`config.mk`:
```
export PLATFORM = sky130hd
export DESIGN_NAME = audio_codec_top
export DESIGN_NICKNAME = d
export VERILOG_FILES = /design/src/hw/codec_reg_pkg.sv /design/src/hw/ac97_link_pkg.sv /design/src/hw/audio_codec_top.sv /design/src/hw/ac97_frame_link.sv /design/src/hw/codec_init_sequencer.sv /design/src/hw/volume_control.sv /design/src/hw/switch_debounce.sv
export SDC_FILE = /design/constraint.sdc
export NUM_CORES = 1
export LEC_CHECK = 0
export ABC_AREA = 1
export BUFFER_PORTS_ARGS = -buffer_cell sky130_fd_sc_hd__buf_2
export CAP_MARGIN = 20
export CORE_ASPECT_RATIO = 0.7
export CORE_MARGIN = 2
export CORE_UTILIZATION = 50
export DETAILED_ROUTE_END_ITERATION = 10
export PLACE_DENSITY = 0.73
export SYNTH_ARGS = -nofsm -noshare
export SYNTH_HDL_FRONTEND = slang
export SYNTH_SLANG_ARGS = --single-unit
```
`constraint.sdc`:
```
create_clock -name clock -period 5.67 [get_ports clock]
set_clock_uncertainty 0.15 [all_clocks]
set_input_delay 0.567 -clock clock [delete_from_list [all_inputs] [get_ports clock]]
set_output_delay 0.567 -clock clock [all_outputs]
set_load 0.1 [all_outputs]
```
`src/hw/codec_reg_pkg.sv`:
```
`default_nettype none
//////////////////////////////
// codec register definitions
// register map, fixed setup values and command word
//////////////////////////////

package codec_reg_pkg;

  // volume range, 0 is quietest
  typedef logic [4:0] volume_t;
  localparam volume_t volume_max = 5'd31;
  localparam volume_t volume_reset = 5'd8;

  typedef logic [7:0] reg_addr_t;
  typedef logic [15:0] reg_data_t;

  // one register access as carried by slots 1 and 2
  typedef struct packed {
    logic valid;
    reg_addr_t addr;
    reg_data_t data;
  } codec_command_t;

  //////////////////////////////
  // register addresses
  //////////////////////////////

  // msb set selects a read
  localparam reg_addr_t reg_reset_id = 8'h80;
  localparam reg_addr_t reg_headphone = 8'h04;
  localparam reg_addr_t reg_pcm_out = 8'h18;
  localparam reg_addr_t reg_rec_select = 8'h1A;
  localparam reg_addr_t reg_rec_gain = 8'h1C;
  localparam reg_addr_t reg_mic = 8'h0E;
  localparam reg_addr_t reg_beep = 8'h0A;
  localparam reg_addr_t reg_general = 8'h20;

  //////////////////////////////
  // fixed register values
  //////////////////////////////

  // pcm out gain, both channels
  localparam reg_data_t pcm_out_level = 16'h0808;
  // record gain at max on both channels
  localparam reg_data_t rec_gain_max = 16'h0F0F;
  // +20 dB mic boost
  localparam reg_data_t mic_boost = 16'h8048;
  localparam reg_data_t beep_off = 16'h0000;
  // pcm out bypasses mixer 1
  localparam reg_data_t mix_bypass = 16'h8000;
  // record source code for the microphone input
  localparam logic [2:0] source_mic = 3'b000;

  // length of the repeating command list
  localparam int sequence_steps = 16;

endpackage

`default_nettype wire

```
`src/hw/ac97_link_pkg.sv`:
```
`default_nettype none
//////////////////////////////
// ac97 link definitions
// frame layout, slot positions and sample types of the serial link
//////////////////////////////

package ac97_link_pkg;

  //////////////////////////////
  // frame layout
  //////////////////////////////

  // one serial bit per clock, 256 bits per frame
  localparam int frame_bits = 256;

  // bit index within a frame
  typedef logic [7:0] frame_count_t;

  // sync covers the tag slot, bits 0 to 15
  localparam int sync_last_bit = 15;

  // first bit of each 20-bit slot
  localparam int slot1_first = 16;
  localparam int slot2_first = 36;
  localparam int slot3_first = 56;
  localparam int slot4_first = 76;
  // last bit of the right playback slot, everything after is idle
  localparam int slot4_last = 95;
  localparam int slot_width = 20;

  // codec held in reset this many cycles after reset
  localparam int codec_reset_cycles = 1024;

  //////////////////////////////
  // sample types
  //////////////////////////////

  // user side audio sample
  typedef logic [7:0] pcm8_t;

  // full width slot sample, msb first on the wire
  typedef logic [19:0] pcm_slot_t;

  // left and right playback slots, latched together once per frame
  typedef struct packed {
    pcm_slot_t left;
    pcm_slot_t right;
  } playback_pair_t;

endpackage

`default_nettype wire
```
`src/hw/audio_codec_top.sv`:
```
`default_nettype none
//////////////////////////////
// audio codec control top
// volume buttons, codec setup and the ac97 serial link
//////////////////////////////

module audio_codec_top import ac97_link_pkg::*, codec_reg_pkg::*; #(
  parameter int debounce_cycles = 270000
) (
  input logic clock,
  input logic reset,
  input logic button_up,
  input logic button_down,
  input pcm8_t audio_out,
  input logic sdata_in,
  output volume_t volume,
  output pcm8_t audio_in,
  output logic sample_strobe,
  output logic codec_reset_b,
  output logic sync,
  output logic sdata_out
);

  // current register access toward the link
  codec_command_t command;

  volume_control #(.debounce_cycles(debounce_cycles)) i_volume (
    .clock(clock),
    .reset(reset),
    .button_up(button_up),
    .button_down(button_down),
    .volume(volume)
  );

  // advances on the frame strobe
  codec_init_sequencer i_sequencer (
    .clock(clock),
    .reset(reset),
    .sample_strobe(sample_strobe),
    .volume(volume),
    .command(command)
  );

  ac97_frame_link i_link (
    .clock(clock),
    .reset(reset),
    .command(command),
    .audio_out(audio_out),
    .sdata_in(sdata_in),
    .audio_in(audio_in),
    .sample_strobe(sample_strobe),
    .codec_reset_b(codec_reset_b),
    .sync(sync),
    .sdata_out(sdata_out)
  );

endmodule

`default_nettype wire

```
`src/hw/ac97_frame_link.sv`:
```
`default_nettype none
//////////////////////////////
// ac97 frame link
// codec reset hold, frame timing, slot serializer and record capture
//////////////////////////////

module ac97_frame_link import ac97_link_pkg::*, codec_reg_pkg::*; (
  input logic clock,
  input logic reset,
  input codec_command_t command,
  input pcm8_t audio_out,
  input logic sdata_in,
  output pcm8_t audio_in,
  output logic sample_strobe,
  output logic codec_reset_b,
  output logic sync,
  output logic sdata_out
);

  typedef logic [$clog2(codec_reset_cycles) - 1:0] hold_count_t;

  hold_count_t hold_count;
  frame_count_t bit_count;

  // values sent during the current frame
  codec_command_t cmd_q;
  playback_pair_t pair_q;
  // record slot shift register
  pcm_slot_t rec_shift;

  // serializer helpers
  pcm_slot_t slot_word;
  frame_count_t slot_first;
  logic [4:0] slot_bit;
  logic in_slot;

  //////////////////////////////
  // codec reset and frame timing
  //////////////////////////////

  always_ff @(posedge clock) begin
    if (reset) begin
      hold_count <= '0;
      codec_reset_b <= 1'b0;
      bit_count <= '0;
    end else begin
      if (hold_count == hold_count_t'(codec_reset_cycles - 1)) begin
        codec_reset_b <= 1'b1;
      end else begin
        hold_count <= hold_count + 1'b1;
      end
      // frame counter idles at bit 0 until the codec is out of reset
      if (codec_reset_b) begin
        bit_count <= bit_count + 1'b1;
      end
    end
  end

  // sync over the tag slot, only once frames run
  assign sync = codec_reset_b && (bit_count <= frame_count_t'(sync_last_bit));
  // last bit of the frame
  assign sample_strobe = (bit_count == frame_count_t'(frame_bits - 1));

  //////////////////////////////
  // frame data latch and capture
  //////////////////////////////

  always_ff @(posedge clock) begin
    if (reset) begin
      cmd_q <= '0;
      pair_q <= '0;
      audio_in <= '0;
    end else if (sample_strobe) begin
      cmd_q <= command;
      // left justified, same sample on both channels
      pair_q.left <= {audio_out, 12'h000};
      pair_q.right <= {audio_out, 12'h000};
      // record slot finished long before the end of the frame
      audio_in <= rec_shift[slot_width - 1 -: $bits(pcm8_t)];
    end
  end

  // left record slot, msb first
  always_ff @(posedge clock) begin
    if (bit_count inside {[slot3_first:slot4_first - 1]}) begin
      rec_shift <= {rec_shift[slot_width - 2:0], sdata_in};
    end
  end

  //////////////////////////////
  // serializer
  //////////////////////////////

  // pick the slot word and its first bit
  always_comb begin
    in_slot = bit_count inside {[slot1_first:slot4_last]};
    slot_word = pair_q.right;
    slot_first = frame_count_t'(slot4_first);
    if (bit_count < frame_count_t'(slot2_first)) begin
      slot_word = {cmd_q.addr, 12'h000};
      slot_first = frame_count_t'(slot1_first);
    end else if (bit_count < frame_count_t'(slot3_first)) begin
      slot_word = {cmd_q.data, 4'h0};
      slot_first = frame_count_t'(slot2_first);
    end else if (bit_count < frame_count_t'(slot4_first)) begin
      slot_word = pair_q.left;
      slot_first = frame_count_t'(slot3_first);
    end
    // msb goes first
    slot_bit = 5'(slot_width - 1) - 5'(bit_count - slot_first);
  end

  always_comb begin
    sdata_out = 1'b0;
    if (!codec_reset_b) begin
      sdata_out = 1'b0;
    end else if (bit_count <= frame_count_t'(sync_last_bit)) begin
      // tag slot: frame valid, command valid twice, both playback slots valid
      case (bit_count[3:0])
        4'h0, 4'h3, 4'h4: sdata_out = 1'b1;
        4'h1, 4'h2: sdata_out = cmd_q.valid;
        default: sdata_out = 1'b0;
      endcase
    end else if (in_slot) begin
      sdata_out = slot_word[slot_bit];
    end
  end

  // sync rises at bit 0 and stays up for the whole tag slot
  assert property (@(posedge clock) disable iff (reset)
    $rose(sync) |-> (bit_count == '0) ##1 sync [*sync_last_bit] ##1 !sync);

  // no frames while the codec is still held in reset
  assert property (@(posedge clock) disable iff (reset)
    !codec_reset_b |-> !sample_strobe);

endmodule

`default_nettype wire

```
`src/hw/codec_init_sequencer.sv`:
```
`default_nettype none
//////////////////////////////
// codec setup sequencer
// cycles through the register command list, one step per frame
//////////////////////////////

module codec_init_sequencer import codec_reg_pkg::*; (
  input logic clock,
  input logic reset,
  input logic sample_strobe,
  input volume_t volume,
  output codec_command_t command
);

  typedef logic [$clog2(sequence_steps) - 1:0] step_t;

  step_t step;
  // headphone field is attenuation, not gain
  volume_t atten;
  reg_addr_t next_addr;
  reg_data_t next_data;

  assign atten = volume_max - volume;

  // command word for the current step
  always_comb begin
    next_addr = reg_reset_id;
    next_data = '0;
    case (step)
      4'h3: begin
        // same attenuation on left and right
        next_addr = reg_headphone;
        next_data = {3'b000, atten, 3'b000, atten};
      end
      4'h5: begin
        next_addr = reg_pcm_out;
        next_data = pcm_out_level;
      end
      4'h6: begin
        // record source is fixed to the mic
        next_addr = reg_rec_select;
        next_data = {5'b00000, source_mic, 5'b00000, source_mic};
      end
      4'h7: begin
        next_addr = reg_rec_gain;
        next_data = rec_gain_max;
      end
      4'h9: begin
        next_addr = reg_mic;
        next_data = mic_boost;
      end
      4'hA: begin
        next_addr = reg_beep;
        next_data = beep_off;
      end
      4'hB: begin
        next_addr = reg_general;
        next_data = mix_bypass;
      end
      // steps 0, 1 and the gaps read the vendor id
      default: begin
        next_addr = reg_reset_id;
        next_data = '0;
      end
    endcase
  end

  always_ff @(posedge clock) begin
    if (reset) begin
      step <= '0;
      command <= '0;
    end else begin
      // link takes the command on the strobe, so move on then
      if (sample_strobe) begin
        if (step == step_t'(sequence_steps - 1)) begin
          step <= '0;
        end else begin
          step <= step + 1'b1;
        end
      end
      command.valid <= 1'b1;
      command.addr <= next_addr;
      command.data <= next_data;
    end
  end

endmodule

`default_nettype wire

```
`src/hw/volume_control.sv`:
```
`default_nettype none
//////////////////////////////
// volume control
// two debounced buttons step a saturating volume
//////////////////////////////

module volume_control import codec_reg_pkg::*; #(
  parameter int debounce_cycles = 270000
) (
  input logic clock,
  input logic reset,
  input logic button_up,
  input logic button_down,
  output volume_t volume
);

  logic clean_up;
  logic clean_down;
  // delayed clean levels for edge detect
  logic clean_up_d;
  logic clean_down_d;
  logic press_up;
  logic press_down;

  switch_debounce #(.debounce_cycles(debounce_cycles)) i_debounce_up (
    .clock(clock),
    .reset(reset),
    .noisy(button_up),
    .clean(clean_up)
  );

  switch_debounce #(.debounce_cycles(debounce_cycles)) i_debounce_down (
    .clock(clock),
    .reset(reset),
    .noisy(button_down),
    .clean(clean_down)
  );

  // one pulse per clean press
  assign press_up = clean_up & ~clean_up_d;
  assign press_down = clean_down & ~clean_down_d;

  always_ff @(posedge clock) begin
    if (reset) begin
      clean_up_d <= 1'b0;
      clean_down_d <= 1'b0;
      volume <= volume_reset;
    end else begin
      clean_up_d <= clean_up;
      clean_down_d <= clean_down;
      // down wins when both land in the same cycle
      if (press_down && volume != '0) begin
        volume <= volume - 1'b1;
      end else if (press_up && volume != volume_max) begin
        volume <= volume + 1'b1;
      end
    end
  end

  // saturation means no wrap, so one step at most per cycle
  assert property (@(posedge clock) disable iff (reset)
    volume == $past(volume) || volume == $past(volume) + 1 ||
    volume == $past(volume) - 1);

endmodule

`default_nettype wire

```
`src/hw/switch_debounce.sv`:
```
`default_nettype none
//////////////////////////////
// switch debounce
// passes a level on once it has been stable long enough
//////////////////////////////

module switch_debounce #(
  parameter int debounce_cycles = 270000
) (
  input logic clock,
  input logic reset,
  input logic noisy,
  output logic clean
);

  // counter wide enough to reach debounce_cycles
  typedef logic [$clog2(debounce_cycles + 1) - 1:0] count_t;

  // last raw level seen
  logic last_level;
  count_t count;

  always_ff @(posedge clock) begin
    if (reset) begin
      last_level <= 1'b0;
      count <= '0;
      clean <= 1'b0;
    end else if (noisy != last_level) begin
      // any change restarts the stability window
      last_level <= noisy;
      count <= '0;
    end else if (count == count_t'(debounce_cycles)) begin
      // stable for the whole window, pass it on
      clean <= last_level;
    end else begin
      count <= count + 1'b1;
    end
  end

endmodule

`default_nettype wire

```
==> out/qor.csv <==
metric,value,unit
clockRootBuffer,clkbuf_16,
maxSlewViolCount,0,
r2r_end,i_volume.volume[4],
ant_nets,0,
yosysMostFrequentCell,nand2_1,
worstPathMaxFanout,11,
io_pins,30,
yosys-top-cells-area,"dfxtp_1 39%, edfxtp_1 9.9%, nand2_1 9.4%",
post_cts_buffers,0,
cp_data_required_time,4.95,ns
ys_ff_latch,138,
fill_cells,1068,
setup_viol,0,
drv_cap,0,
min_to,i_link.rec_shift[0],
outcome,finished clean,
ys_async_sr_fraction,0,
cts_tree,done,
power_density,307,mW/mm2
ff2ff_setup_slack,3.03,ns
min_path_type,in2reg,
synth_edf_count,20,
avgSynthCellArea,7.93,um2
wl_per_cell,13.8,um
worstSetupStartpointType,flop,
insertedDiodeCount,0,
hold_viol_final,0,
area_growth,13.8,%
yosysSeqAreaShare,0.487,
max_slew_margin,0.304,
die_x,136,um
timing.fmax,259,MHz
grt_pass1_wl,22300,um
cts_buffers,17,
leakage,2.65,nW
clk_latency,0.42,ns
rows,33,
tns,0,ns
clockBufferDepth,2,
drc_errors,0,
grt_pass1_vias,4615,
synth_cell_type_count,43,
die_y,96.3,um
io_buffers,29,
synth_common_cells,"153 x nand2_1, 118 x dfxtp_1, 91 x a21oi_1",
synth_fp_nets,798,
end_kind,output pin,
yosys.area.top_type_share,0.388,
grtUsageTotal,0.218,
rsz0062_at_grt,false,
initial_core_util,0.517,
htree_num_levels,4,
whs_path_depth,1,
fin_crit_sh,0.682,
layout-drive-gt1-share,0.112,
yosysWarnings,0,
die-area,0.0131,mm2
postPlaceCellArea,0.00634,mm2
yosysTopAreaCell,dfxtp_1,
crit-reg2reg-launch,i_volume.volume[1],
drt_iter0_markers,457,
gp_congestion,0.950,
cts_sinks,138,
stdcell_area,0.00692,mm2
antenna_found_initial,0,
syn_inst,767,
via_count,5120,
ys.flop_type,dfxtp_1,
grt_max_degree,56,
gr-total-overflow,0,
finalNetCount,828,
wl,13400,um
crit_arrival,3.15,ns
clkTransAtPathRegs,0.07,ns
min-delay-start,sdata_in,
worst_pin_slew,1.04,ns
place_hpwl,9210,um
r2r_cells,12,
crit_type,reg2out,
drtPass1Iterations,5,
netlist_area,0.00608,mm2
ir_drop,0.206,mV
period_minus_slack,3.87,ns
cts-resized-gates,0,
cts_hold_buffers,0,
vias_per_cell,5.29,
core,0.0118,mm2
## worst max path at each step
stage	start	to	slack [ns]
floorplan	i_link.bit_count[1]	sample_strobe	1.31
global placement	i_link.bit_count[4]	sdata_out	2.28
detailed placement	i_link.bit_count[4]	sdata_out	2.24
CTS	i_link.bit_count[4]	sdata_out	1.79
global route	i_link.bit_count[4]	sdata_out	1.51
finish	i_link.bit_count[4]	sdata_out	1.80
## cell families after synthesis
| logic type | after synthesis | synth area share |
|---|---|---|
| AOI/OAI and AO/OA | 152 | 0.131 |
| buffers and inverters | 112 | 0.0726 |
| xor gates and xnor gates | 17 | 0.0245 |
| DFF | 138 | 0.487 |
| adders and majority gates | 18 | 0.0383 |
| and+or+nand+nor | 330 | 0.247 |
## state kept, by name, indices dropped and copies added (netlist names), 4 cells and up
register	count
i_link.audio_in	8
i_link.bit_count	8
i_link.cmd_q	15
i_link.hold_count	10
i_link.pair_q	8
i_link.rec_shift	20
i_sequencer.command	15
i_sequencer.step	4
i_volume.i_debounce_down.count	19
i_volume.i_debounce_up.count	19
i_volume.volume	5
## per-layer routing
layer / part of all wire / up-vias / track usage / routed length [um]
met5: 0 / - / 0 / 0
met4: 0.012 / 0 / 0.0686 / 163
met3: 0.054 / 16 / 0.0479 / 726
met2: 0.42 / 164 / 0.324 / 5560
met1: 0.52 / 2342 / 0.315 / 6940
li1: - / 2598 / - / -
## power breakdown
| part | leakage, nW | total [mW] | internal (mW) | switching [mW] |
|---|---|---|---|---|
| Combinational | 1.23 | 0.0362 | 0.0103 | 0.0259 |
| Clock | 0.282 | 1.09 | 0.621 | 0.473 |
| Sequential | 1.13 | 0.998 | 0.994 | 0.00396 |
| Total | 2.65 | 2.13 | 1.63 | 0.503 |
## final cells by class
class	count	area [um2]	share of cell area
clock inverters	15	159	0.0230
well taps	157	196	0.0284
repair buffers	30	153	0.0220
flip-flops and latches	138	2960	0.428
multi-input cells	517	2680	0.387
clock buffers	17	425	0.0614
inverters	93	349	0.0504
## placed cells by master (no fill, tap or decap), types with 17 or more instances in the layout
master | Yosys | routed
ha_1 | 17 | 17
buf_2 | 5 | 29
inv_1 | 84 | 84
nand2_1 | 153 | 153
o21ai_0 | 42 | 42
clkbuf_16 | 0 | 17
nor2_1 | 64 | 64
a21oi_1 | 91 | 91
dfxtp_1 | 118 | 118
nor3_1 | 22 | 22
edfxtp_1 | 20 | 20
nand3_1 | 44 | 44
## through the flow
step / utilization / hold WS [ns] / std cells / power [mW] / setup WS, ns
after global routing: 0.588 / 0.160 / 967 / 2.18 / 1.51
after floorplan: - / 0.250 / 767 / 1.04 / 1.31
after CTS: 0.588 / 0.159 / 967 / 2.14 / 1.79
after detailed placement: 0.539 / 0.255 / 935 / 1.06 / 2.24
after global placement: 0.539 / 0.255 / 935 / 1.05 / 2.28
final: 0.588 / 0.164 / 967 / 2.13 / 1.80
## worst max-delay path, stage by stage (launching register included)
cell     delay, ns
dfxtp_1       0.47
nand3_2       0.23
nand2_2       0.24
nand2_2       0.09
nand2_2       0.08
ha_1          0.14
inv_1         0.04
ha_1          0.17
xor2_1        0.15
xnor2_1       0.20
xor2_1        0.20
a21oi_1       0.06
nand2_1       0.06
nand2_1       0.06
a21oi_1       0.12
buf_2         0.44
Power figures use the tool's default switching activity.
